[src/hw/i3c_standby_pkg.sv]
// I3C standby receive types
package i3c_standby_pkg;

  typedef logic [6:0] addr7_t;
  typedef logic [7:0] data_t;
  typedef logic [15:0] byte_cnt_t;

  // Single-cycle bus events from the condition detector
  typedef struct packed {
    logic start;
    logic rstart;
    logic stop;
    logic scl_rise;
    logic scl_fall;
    logic sda;
  } bus_evt_t;

  // Frame progress reported to the descriptor builder
  typedef struct packed {
    logic   addr_hit;
    addr7_t addr;
    logic   rnw;
    logic   byte_done;
    logic   byte_drop;
    logic   parity_err;
  } frame_evt_t;

  // RX descriptor word, byte count in the low half
  typedef struct packed {
    logic       parity_err;
    logic       overflow;
    logic       i3c_mode;
    logic       rnw;
    addr7_t     addr;
    logic [4:0] reserved;
    byte_cnt_t  byte_cnt;
  } rx_desc_t;

  typedef enum logic [2:0] {
    IDLE,
    ADDR,
    ADDR_ACK,
    DATA,
    BIT9,
    IGNORE
  } frame_state_e;

endpackage

[src/hw/bus_cond_detect.sv]
// Bus condition detector
`timescale 1ns/1ps

module bus_cond_detect #(
  parameter int unsigned SyncStages = 2
) (
  input  logic                      clk_i,
  input  logic                      arst_n_i,
  input  logic                      scl_i,
  input  logic                      sda_i,
  output i3c_standby_pkg::bus_evt_t bus_evt_o
);
  import i3c_standby_pkg::*;

  logic [SyncStages-1:0] scl_sync_q;
  logic [SyncStages-1:0] sda_sync_q;
  logic                  scl_prev_q;
  logic                  sda_prev_q;
  logic                  scl_s;
  logic                  sda_s;
  logic                  scl_high;
  logic                  busy_q;
  bus_evt_t              evt_d;
  bus_evt_t              bus_evt_q;

  assign scl_s = scl_sync_q[SyncStages-1];
  assign sda_s = sda_sync_q[SyncStages-1];

  // SCL must be high on both samples around the SDA edge
  assign scl_high = scl_s & scl_prev_q;

  always_comb begin
    evt_d.start    = sda_prev_q & ~sda_s & scl_high & ~busy_q;
    evt_d.rstart   = sda_prev_q & ~sda_s & scl_high & busy_q;
    evt_d.stop     = ~sda_prev_q & sda_s & scl_high;
    evt_d.scl_rise = ~scl_prev_q & scl_s;
    evt_d.scl_fall = scl_prev_q & ~scl_s;
    evt_d.sda      = sda_s;
  end

  always_ff @(posedge clk_i or negedge arst_n_i) begin
    if (!arst_n_i) begin
      // Idle bus reads high on both lines
      scl_sync_q <= '1;
      sda_sync_q <= '1;
      scl_prev_q <= 1'b1;
      sda_prev_q <= 1'b1;
      busy_q     <= 1'b0;
      bus_evt_q  <= '0;
      bus_evt_q.sda <= 1'b1;
    end else begin
      scl_sync_q <= {scl_sync_q[SyncStages-2:0], scl_i};
      sda_sync_q <= {sda_sync_q[SyncStages-2:0], sda_i};
      scl_prev_q <= scl_s;
      sda_prev_q <= sda_s;
      if (evt_d.start) begin
        busy_q <= 1'b1;
      end else if (evt_d.stop) begin
        busy_q <= 1'b0;
      end
      bus_evt_q <= evt_d;
    end
  end

  assign bus_evt_o = bus_evt_q;

  cond_onehot_a : assert property (@(posedge clk_i) disable iff (!arst_n_i)
    $onehot0({bus_evt_o.start, bus_evt_o.rstart, bus_evt_o.stop}));

endmodule

[src/hw/controller_standby.sv]
// Target standby receive top
`timescale 1ns/1ps

module controller_standby #(
  parameter int unsigned SyncStages = 2
) (
  input  logic                      clk_i,
  input  logic                      arst_n_i,

  // I2C/I3C bus lines
  input  logic                      scl_i,
  input  logic                      sda_i,
  output logic                      sda_o,

  // Configuration
  input  logic                      i3c_mode_i,
  input  i3c_standby_pkg::addr7_t   static_addr_i,

  // RX data queue
  output logic                      rx_queue_wvalid_o,
  input  logic                      rx_queue_wready_i,
  output i3c_standby_pkg::data_t    rx_queue_wdata_o,

  // RX descriptor queue
  output logic                      rx_desc_wvalid_o,
  input  logic                      rx_desc_wready_i,
  output i3c_standby_pkg::rx_desc_t rx_desc_wdata_o,

  // Received address with RnW bit
  output logic [7:0]                bus_addr_o,
  output logic                      bus_addr_valid_o
);
  import i3c_standby_pkg::*;

  bus_evt_t   bus_evt;
  frame_evt_t frame_evt;

  bus_cond_detect #(
    .SyncStages(SyncStages)
  ) xbus_cond_detect (
    .clk_i    (clk_i),
    .arst_n_i (arst_n_i),
    .scl_i    (scl_i),
    .sda_i    (sda_i),
    .bus_evt_o(bus_evt)
  );

  frame_receiver xframe_receiver (
    .clk_i            (clk_i),
    .arst_n_i         (arst_n_i),
    .bus_evt_i        (bus_evt),
    .i3c_mode_i       (i3c_mode_i),
    .static_addr_i    (static_addr_i),
    .rx_queue_wready_i(rx_queue_wready_i),
    .sda_o            (sda_o),
    .rx_queue_wvalid_o(rx_queue_wvalid_o),
    .rx_queue_wdata_o (rx_queue_wdata_o),
    .bus_addr_o       (bus_addr_o),
    .bus_addr_valid_o (bus_addr_valid_o),
    .frame_evt_o      (frame_evt)
  );

  rx_desc_builder xrx_desc_builder (
    .clk_i           (clk_i),
    .arst_n_i        (arst_n_i),
    .bus_evt_i       (bus_evt),
    .frame_evt_i     (frame_evt),
    .i3c_mode_i      (i3c_mode_i),
    .rx_desc_wready_i(rx_desc_wready_i),
    .rx_desc_wvalid_o(rx_desc_wvalid_o),
    .rx_desc_wdata_o (rx_desc_wdata_o)
  );

endmodule

[src/hw/frame_receiver.sv]
// Frame receiver
`timescale 1ns/1ps

module frame_receiver (
  input  logic                        clk_i,
  input  logic                        arst_n_i,
  input  i3c_standby_pkg::bus_evt_t   bus_evt_i,
  input  logic                        i3c_mode_i,
  input  i3c_standby_pkg::addr7_t     static_addr_i,
  input  logic                        rx_queue_wready_i,
  output logic                        sda_o,
  output logic                        rx_queue_wvalid_o,
  output i3c_standby_pkg::data_t      rx_queue_wdata_o,
  output logic [7:0]                  bus_addr_o,
  output logic                        bus_addr_valid_o,
  output i3c_standby_pkg::frame_evt_t frame_evt_o
);
  import i3c_standby_pkg::*;

  frame_state_e state_q;
  logic [3:0]   bit_cnt_q;
  data_t        shift_q;
  data_t        byte_d;
  logic [7:0]   bus_addr_q;
  logic         addr_valid_q;
  logic         sda_drive_q;
  logic         rx_wvalid_q;
  data_t        rx_wdata_q;
  logic         rx_pending;
  logic         addr_done;
  logic         byte_complete;
  logic         hit_q;
  logic         done_q;
  logic         drop_q;
  logic         perr_q;

  assign byte_d        = {shift_q[6:0], bus_evt_i.sda};
  assign addr_done     = (state_q == ADDR) & bus_evt_i.scl_rise & (bit_cnt_q == 4'd7);
  assign byte_complete = (state_q == DATA) & bus_evt_i.scl_rise & (bit_cnt_q == 4'd7);
  assign rx_pending    = rx_wvalid_q & ~rx_queue_wready_i;

  always_ff @(posedge clk_i or negedge arst_n_i) begin
    if (!arst_n_i) begin
      state_q      <= IDLE;
      bit_cnt_q    <= '0;
      sda_drive_q  <= 1'b0;
      addr_valid_q <= 1'b0;
      hit_q        <= 1'b0;
      perr_q       <= 1'b0;
    end else begin
      addr_valid_q <= addr_done;
      hit_q        <= 1'b0;
      perr_q       <= 1'b0;
      if (bus_evt_i.start || bus_evt_i.rstart) begin
        state_q     <= ADDR;
        bit_cnt_q   <= '0;
        sda_drive_q <= 1'b0;
      end else if (bus_evt_i.stop) begin
        state_q     <= IDLE;
        sda_drive_q <= 1'b0;
      end else begin
        case (state_q)
          ADDR, DATA: begin
            if (bus_evt_i.scl_rise) begin
              if (bit_cnt_q == 4'd7) begin
                bit_cnt_q <= 4'd8;
                if (state_q == DATA) begin
                  state_q <= BIT9;
                end else if (byte_d[7:1] == static_addr_i && !byte_d[0]) begin
                  hit_q   <= 1'b1;
                  state_q <= ADDR_ACK;
                end else begin
                  // Read or foreign address, wait for the next condition
                  state_q <= IGNORE;
                end
              end else begin
                bit_cnt_q <= bit_cnt_q + 4'd1;
              end
            end
          end
          ADDR_ACK, BIT9: begin
            if (bus_evt_i.scl_rise) begin
              bit_cnt_q <= 4'd9;
              // T-bit gives odd parity over data and itself
              if (state_q == BIT9 && i3c_mode_i && !(^{shift_q, bus_evt_i.sda})) begin
                perr_q <= 1'b1;
              end
            end else if (bus_evt_i.scl_fall) begin
              if (bit_cnt_q == 4'd8) begin
                sda_drive_q <= (state_q == ADDR_ACK) || !i3c_mode_i;
              end else begin
                sda_drive_q <= 1'b0;
                state_q     <= DATA;
                bit_cnt_q   <= '0;
              end
            end
          end
          default: begin
          end
        endcase
      end
    end
  end

  // RX data queue write port
  always_ff @(posedge clk_i or negedge arst_n_i) begin
    if (!arst_n_i) begin
      rx_wvalid_q <= 1'b0;
      done_q      <= 1'b0;
      drop_q      <= 1'b0;
    end else begin
      done_q <= byte_complete & ~rx_pending;
      drop_q <= byte_complete & rx_pending;
      if (byte_complete && !rx_pending) begin
        rx_wvalid_q <= 1'b1;
      end else if (rx_queue_wready_i) begin
        rx_wvalid_q <= 1'b0;
      end
    end
  end

  always_ff @(posedge clk_i) begin
    if (bus_evt_i.scl_rise && (state_q == ADDR || state_q == DATA)) begin
      shift_q <= byte_d;
    end
    if (addr_done) begin
      bus_addr_q <= byte_d;
    end
    if (byte_complete && !rx_pending) begin
      rx_wdata_q <= byte_d;
    end
  end

  always_comb begin
    frame_evt_o.addr_hit   = hit_q;
    frame_evt_o.addr       = bus_addr_q[7:1];
    frame_evt_o.rnw        = bus_addr_q[0];
    frame_evt_o.byte_done  = done_q;
    frame_evt_o.byte_drop  = drop_q;
    frame_evt_o.parity_err = perr_q;
  end

  // Open drain, low only while acknowledging
  assign sda_o             = ~sda_drive_q;
  assign rx_queue_wvalid_o = rx_wvalid_q;
  assign rx_queue_wdata_o  = rx_wdata_q;
  assign bus_addr_o        = bus_addr_q;
  assign bus_addr_valid_o  = addr_valid_q;

  sda_ack_only_a : assert property (@(posedge clk_i) disable iff (!arst_n_i)
    !sda_o |-> (state_q == ADDR_ACK) || (state_q == BIT9 && !i3c_mode_i));

endmodule

[src/hw/rx_desc_builder.sv]
// RX descriptor builder
`timescale 1ns/1ps

module rx_desc_builder (
  input  logic                        clk_i,
  input  logic                        arst_n_i,
  input  i3c_standby_pkg::bus_evt_t   bus_evt_i,
  input  i3c_standby_pkg::frame_evt_t frame_evt_i,
  input  logic                        i3c_mode_i,
  input  logic                        rx_desc_wready_i,
  output logic                        rx_desc_wvalid_o,
  output i3c_standby_pkg::rx_desc_t   rx_desc_wdata_o
);
  import i3c_standby_pkg::*;

  logic      in_frame_q;
  addr7_t    addr_q;
  logic      rnw_q;
  byte_cnt_t cnt_q;
  logic      ovf_q;
  logic      perr_q;
  logic      frame_end;
  logic      desc_load;
  logic      desc_valid_q;
  rx_desc_t  desc_d;
  rx_desc_t  desc_q;

  // Only frames that hit our address produce a descriptor
  assign frame_end = in_frame_q & (bus_evt_i.rstart | bus_evt_i.stop);
  assign desc_load = frame_end & (~desc_valid_q | rx_desc_wready_i);

  always_ff @(posedge clk_i or negedge arst_n_i) begin
    if (!arst_n_i) begin
      in_frame_q <= 1'b0;
      cnt_q      <= '0;
      ovf_q      <= 1'b0;
      perr_q     <= 1'b0;
    end else if (frame_evt_i.addr_hit) begin
      in_frame_q <= 1'b1;
      cnt_q      <= '0;
      ovf_q      <= 1'b0;
      perr_q     <= 1'b0;
    end else begin
      if (frame_end) begin
        in_frame_q <= 1'b0;
      end
      if (frame_evt_i.byte_done) begin
        cnt_q <= cnt_q + 16'd1;
      end
      ovf_q  <= ovf_q | frame_evt_i.byte_drop;
      perr_q <= perr_q | frame_evt_i.parity_err;
    end
  end

  always_ff @(posedge clk_i) begin
    if (frame_evt_i.addr_hit) begin
      addr_q <= frame_evt_i.addr;
      rnw_q  <= frame_evt_i.rnw;
    end
    if (desc_load) begin
      desc_q <= desc_d;
    end
  end

  always_comb begin
    desc_d.parity_err = perr_q;
    desc_d.overflow   = ovf_q;
    desc_d.i3c_mode   = i3c_mode_i;
    desc_d.rnw        = rnw_q;
    desc_d.addr       = addr_q;
    desc_d.reserved   = '0;
    desc_d.byte_cnt   = cnt_q;
  end

  always_ff @(posedge clk_i or negedge arst_n_i) begin
    if (!arst_n_i) begin
      desc_valid_q <= 1'b0;
    end else if (desc_load) begin
      desc_valid_q <= 1'b1;
    end else if (rx_desc_wready_i) begin
      desc_valid_q <= 1'b0;
    end
  end

  assign rx_desc_wvalid_o = desc_valid_q;
  assign rx_desc_wdata_o  = desc_q;

  desc_hold_a : assert property (@(posedge clk_i) disable iff (!arst_n_i)
    rx_desc_wvalid_o && !rx_desc_wready_i |=> rx_desc_wvalid_o && $stable(rx_desc_wdata_o));

endmodule

[config.mk]
export PLATFORM = sky130hd
export DESIGN_NAME = controller_standby
export DESIGN_NICKNAME = d
export VERILOG_FILES = /design/src/hw/i3c_standby_pkg.sv /design/src/hw/bus_cond_detect.sv /design/src/hw/controller_standby.sv /design/src/hw/frame_receiver.sv /design/src/hw/rx_desc_builder.sv
export SDC_FILE = /design/constraint.sdc
export NUM_CORES = 1
export LEC_CHECK = 0
export BUFFER_PORTS_ARGS = -buffer_cell sky130_fd_sc_hd__buf_2
export CAP_MARGIN = 20
export CORE_MARGIN = 2
export CORE_UTILIZATION = 55
export DETAILED_ROUTE_END_ITERATION = 10
export GPL_ROUTABILITY_DRIVEN = 0
export HOLD_SLACK_MARGIN = 0.03
export PLACE_DENSITY_LB_ADDON = 0.05
export SLEW_MARGIN = 20
export SYNTH_ARGS = -nofsm -noshare
export SYNTH_HDL_FRONTEND = slang
export SYNTH_HIERARCHICAL = 1
export SYNTH_SLANG_ARGS = --single-unit
[constraint.sdc]
create_clock -name clk_i -period 4.42 [get_ports clk_i]
set_input_delay 0.884 -clock clk_i [delete_from_list [all_inputs] [get_ports clk_i]]
set_output_delay 0.884 -clock clk_i [all_outputs]
set_load 0.01 [all_outputs]
==> results of run 1 <==
==> final cells by class <==
class	count	area, µm²
clock buffer	9	124
clock inverter	7	52.6
fill	572	2640
inverter	17	63.8
multi-input combinational	162	1080
sequential	105	2930
tap	99	124
timing repair buffer	62	318
==> stage by stage <==
stage	cell area, µm²	power (µW)	hold WS (ps)	utilization (%)
2_1_floorplan	4240	1350	345	-
3_3_place_gp	4510	1400	346	61.6
3_5_place_dp	4510	1400	348	61.6
4_1_cts	4690	1940	364	64.0
5_1_grt	4690	2010	367	64.0
6_report	4690	1920	362	64.0
==> cells by family after synthesis <==
logic type / synth area share, %
compound gates: 5.84
xor+xnor: 4.77
fa+ha+maj: 0.890
buf+inv: 5.43
flops: 69.4
mux: 1.25
other cells: 0.0889
simple gates: 12.3
==> path summary, 6_finish.rpt <==
check                                               start                                  end  slack, ps
min reg2reg                xbus_cond_detect/sda_sync_q[0]       xbus_cond_detect/sda_sync_q[1]        360
max                          xframe_receiver/bit_cnt_q[1]  xframe_receiver/rx_queue_wdata_o[0]       2300
max in group asynchronous                        arst_n_i               xframe_receiver/perr_q       3530
max reg2reg                  xframe_receiver/bit_cnt_q[1]  xframe_receiver/rx_queue_wdata_o[0]       2300
min                        xbus_cond_detect/sda_sync_q[0]       xbus_cond_detect/sda_sync_q[1]        360
min in group asynchronous                        arst_n_i        xbus_cond_detect/bus_evt_o[4]        510
==> registers in the layout, summed over array words and instances (netlist names), 2 cells and up <==
register and count:
xrx_desc_builder/rx_desc_wdata_o 27, xframe_receiver/state_q 3, xbus_cond_detect/bus_evt_o 6, xrx_desc_builder/addr_q 7, xframe_receiver/rx_queue_wdata_o 8, xbus_cond_detect/scl_sync_q 2
xframe_receiver/shift_q 8, xframe_receiver/bus_addr_o 8, xbus_cond_detect/sda_sync_q 2, xrx_desc_builder/cnt_q 16, xframe_receiver/bit_cnt_q 4
==> placed cells by master, fill, tap and decap left out, types with 5 or more instances in the layout <==
cell type,instances
conb_1,5
clkbuf_8,9
nor3_1,6
edfxtp_1,59
inv_1,16
dfrtp_1,40
xnor2_1,10
o21ai_0,5
a21oi_1,5
buf_2,59
nand2_1,8
nand4_1,9
dfstp_2,6
nor2_1,29
nand3_1,9
nor2b_1,7
xor2_1,13
==> routing by layer <==
layer	GRT usage [%]	part of all wire (%)
met5	0	0
met4	8.71	2.3
met3	3.15	4.4
met2	25.4	46
met1	25.3	47
==> power breakdown <==
part           internal, µW  switching [µW]
Sequential             1090            62.6
Clock                   210             331
Combinational           112             123
Total                  1410             517
==> reports/metrics.yaml, run 1 <==
synth_edf_count: 59
setup_viol: 0
root_buffer: "clkbuf_8"
synth.top_cell.area_share_pct: 42.0
critPathTopFamily: "simple AND/OR/NAND/NOR gates"
critPathCaptureType: "flop"
slew_headroom_pct: 50.5
rsz0062_at_grt: "false"
first_global_vias: 2329
cts_buffers: 9
die_y_um: 91.6
final.setup.worst_slack_ps: 2300
path_max_fanout: 9
finalHoldViolCount: 0
cts_buffer_depth: 2
maxCapViolations: 0
final.min_clock_period_ps: 2120
cts-resized-gates: 0
place_hpwl_um: 4630
critPathArrivalTime_ps: 2110
design.core.area_um2: 7330
dieArea_um2: 8390
start_kind: "flop"
antenna_found_initial: 0
drt_first_pass_iters: 4
synth-seq-area-share_pct: 69.4
grt_max_degree: 47
routed_wl_um: 6770
fin_crit_sh_pct: 47.9
fp-row-count: 31
hp-class: "reg2reg"
io_buffers: 60
grt-ovfl-total: 0
wl_per_cell_um: 14.7
fmax_ghz: 0.472
drive_gt1_share_pct: 26.2
synthTopCellsByCount: "edfxtp_1, dfrtp_1, nor2_1, buf_4, inv_1"
pwr_density_cell_nw_per_um2: 410
clock-sinks: 105
antenna_cells: 0
synth.most_common_cell: "edfxtp_1"
placed_cells: 445
ioPinCount: 66
num_vias: 2417
ff2ff_path_depth: 4
via_per_inst: 5.24
ant_nets: 0
cp.required_ps: 4420
crit_chain: "ha_1 > and3b_1 > nand4_1 > nor2b_1"
grt_pass1_wl_um: 11400
cts_setup_buffers: 0
insertion_delay_ps: 370
totalNegativeSetupSlack_ps: 0
area_delta_synth_final_pct: 11.2
initial_core_util_pct: 57.6
cp.depth: 4
cts_tree: "yes"
die_x_um: 91.6
maxSlewViolCount: 0
crit_type: "reg2reg"
hold_depth: 0
critPathSlowestCell: "nor2b_1"
yosysUniqueCellTypes: 52
critPathBufInv: 0
synthFlopType: "edfxtp_1"
ys_ff_latch: 105
slowest_delay_ps: 630
synth_area_leaders: "edfxtp_1, dfrtp_1, dfstp_2"
drt_iter0_drc: 80
synth_top_area_cell: "edfxtp_1"
peakVddDrop_mv: 0.215
track_usage_pct: 17.4
synth_area_um2: 4220
synth_cells: 303
detail_route.drc_violations: 0
yosys_warnings: 6
htreeDepth: 3
fin_cells: 461
syn_area_per_cell_um2: 13.9
clk_pin_slew_ps: 110
status: "completed"
ys_async_sr_fraction_pct: 43.8
fin_skew_ps: 12.8
nets: 374
worst_pin_slew_ps: 740
dpl_worst_slack_ps: 2170
leakage_uw: 0.00200
cts_hold_buf: 0
(Power assumes the default switching activity.)
==> run 2: changes to the inputs <==
- ABC_AREA: not set -> 1
- clock period: 4.42 -> 2.17 ns (I/O delays scaled with it)
==> reports/metrics.yaml, run 2 <==
totalNegativeSetupSlack_ps: 0  # unchanged
grt_pass1_wl_um: 12300  # +7.4%
nets: 499  # +33%
detail_route.drc_violations: 0  # unchanged
synth.top_cell.area_share_pct: 39.3  # -2.6 points
leakage_uw: 0.00237  # +19%
synth-seq-area-share_pct: 65.1  # -4.4 points
place_hpwl_um: 5550  # +20%
area_delta_synth_final_pct: 12.6
slew_headroom_pct: 66.3  # +16 points
status: "completed"
worst_pin_slew_ps: 505  # -235 ps
ys_async_sr_fraction_pct: 43.8  # unchanged
hp-class: "in2reg"
fin_hold_ws_ps: 169  # -193 ps
nFillCells: 685  # +20%
ant_nets: 0  # unchanged
synth_area_leaders: "edfxtp_1, dfrtp_1, nand2_1"
cp.required_ps: 2240  # -2180 ps
drive_gt1_share_pct: 26.1  # -0.11 points
synthFlopType: "edfxtp_1"
synth_edf_count: 59  # unchanged
clock-sinks: 105  # unchanged
grt_max_degree: 28  # -40%
yosys_warnings: 6  # unchanged
initial_core_util_pct: 55.6  # -1.9 points
synthTopCellsByCount: "nand2_1, edfxtp_1, inv_1, nor2_1, dfrtp_1"
synth_top_area_cell: "edfxtp_1"
wl_per_cell_um: 12.8  # -13%
crit_type: "reg2reg"
via_per_inst: 4.91  # -6.4%
dieArea_um2: 8930  # +6.4%
io_buffers: 60  # unchanged
critPathCaptureType: "flop"
drt_first_pass_iters: 5  # +1
design.core.area_um2: 8090  # +10%
finalHoldViolCount: 0  # unchanged
track_usage_pct: 18.3  # +0.85 points
fp-row-count: 33  # +6.5%
routed_wl_um: 7560  # +12%
clk_pin_slew_ps: 100  # about the same
synth_area_um2: 4500  # +6.7%
cts_buffer_depth: 2  # unchanged
synth.most_common_cell: "nand2_1"
maxSlewViolCount: 0  # unchanged
layout_commonest_cell: "nand2_1"
mostFrequentLayoutCells: "nand2_1, buf_2, edfxtp_1"
ioPinCount: 66  # unchanged
yosysUniqueCellTypes: 33  # -37%
root_buffer: "clkbuf_8"
ys_ff_latch: 105  # unchanged
fin_crit_sh_pct: 70.7  # +23 points
first_global_vias: 2634  # +13%
syn_area_per_cell_um2: 10.8  # -23%
antenna_cells: 0  # unchanged
num_vias: 2899  # +20%
path_max_fanout: 9  # unchanged
cts_tree: "yes"
drt_iter0_drc: 152  # +90%
maxCapViolations: 0  # unchanged
final.min_clock_period_ps: 1540  # -582 ps
synth_cells: 418  # +38%
fmax_ghz: 0.651  # +38%
grt-ovfl-total: 0  # unchanged
die_x_um: 94.5  # +3.2%
critPathArrivalTime_ps: 1610  # -500 ps
antenna_found_initial: 0  # unchanged
fin_skew_ps: 12.3  # -0.539 ps
htreeDepth: 3  # unchanged
pwr_density_cell_nw_per_um2: 849  # +110%
rsz0062_at_grt: "false"
die_y_um: 94.5  # +3.2%
start_kind: "flop"
setup_viol: 0  # unchanged
insertion_delay_ps: 360  # about the same
largest_reg_flops: 27  # unchanged
cts_buffers: 9  # unchanged
peakVddDrop_mv: 0.456  # +110%
==> run 2: cell count changes in the layout (fill, tap and decap cells not counted), moves of 9 or more <==
cell and delta:
inv_1 +34, nand3_1 +13, nor2_1 +16, nand2_1 +83
xor2_1 -11, nand4_1 -9
==> run 2: final timing paths <==
check                      depth (start not counted)                             endpoint                           start  slack [ps]
min in group asynchronous                          2           xrx_desc_builder/cnt_q[13]                        arst_n_i         520
hold reg to reg                                    0       xbus_cond_detect/scl_sync_q[1]  xbus_cond_detect/scl_sync_q[0]         360
setup reg to reg                                   6  xframe_receiver/rx_queue_wdata_o[6]    xframe_receiver/bit_cnt_q[1]         630
max in group asynchronous                          3           xframe_receiver/state_q[2]                        arst_n_i        1090
setup / recovery                                   6  xframe_receiver/rx_queue_wdata_o[6]    xframe_receiver/bit_cnt_q[1]         630
hold / removal                                     1       xbus_cond_detect/scl_sync_q[0]                           scl_i         170
==> run 2: layout make-up <==
type	instances	area (µm²)	share of cell area, %
clock buffer	9	124	2.44
clock inverter	6	72.6	1.43
inverter	57	215	4.24
multi-input combinational	241	1230	24.4
sequential	105	2930	57.8
tap	105	131	2.59
timing repair buffer	68	363	7.16
==> run 2: per-layer routing <==
layer / up-vias / GRT usage, % / routed length [µm]
li1: 1455 / - / -
met1: 1383 / 25.4 / 3630
met2: 53 / 28.3 / 3560
met3: 8 / 4.79 / 271
met4: 0 / 6.04 / 95
met5: - / 0 / 0
==> run 2: kinds of logic after synthesis <==
logic type	synth area share, %
AOI/OAI and AO/OA	3.95
xor gates and xnor gates	1.36
adders and majority gates	0.834
buffers and inverters	7.89
DFF	65.1
other	0.0833
and+or+nand+nor	20.8
==> run 2: worst max-delay path: stages, from the launching register on <==
cell	delay (ps)
dfrtp_1	390
ha_1	190
nand2_1	50
nor2_1	180
nand3_1	150
nor2_1	110
buf_4	180
==> run 2: power by group <==
| part | total (µW) | internal [µW] | switching, µW |
|---|---|---|---|
| clock | 1200 | 544 | 655 |
| sequential | 2320 | 2210 | 110 |
| combinational | 780 | 278 | 502 |
| total | 4300 | 3040 | 1270 |
==> run 2: repair_timing <==
item                                   CTS  global route
hold buffers                             1             0
setup buffers                            0             0
endpoints found under the hold margin   10             0
gates resized for setup                  0             0
==> run 2: through the flow <==
| step | worst slack [ps] | utilization [%] | power, µW | instances | cell area [µm²] |
|---|---|---|---|---|---|
| 2_1_floorplan | 46.2 | - | 2960 | 422 | 4520 |
| 3_3_place_gp | 652 | 60.1 | 3120 | 575 | 4860 |
| 3_5_place_dp | 628 | 60.1 | 3140 | 575 | 4860 |
| 4_1_cts | 619 | 62.7 | 4340 | 591 | 5070 |
| 5_1_grt | 490 | 62.7 | 4550 | 591 | 5070 |
| 6_report | 635 | 62.7 | 4300 | 591 | 5070 |
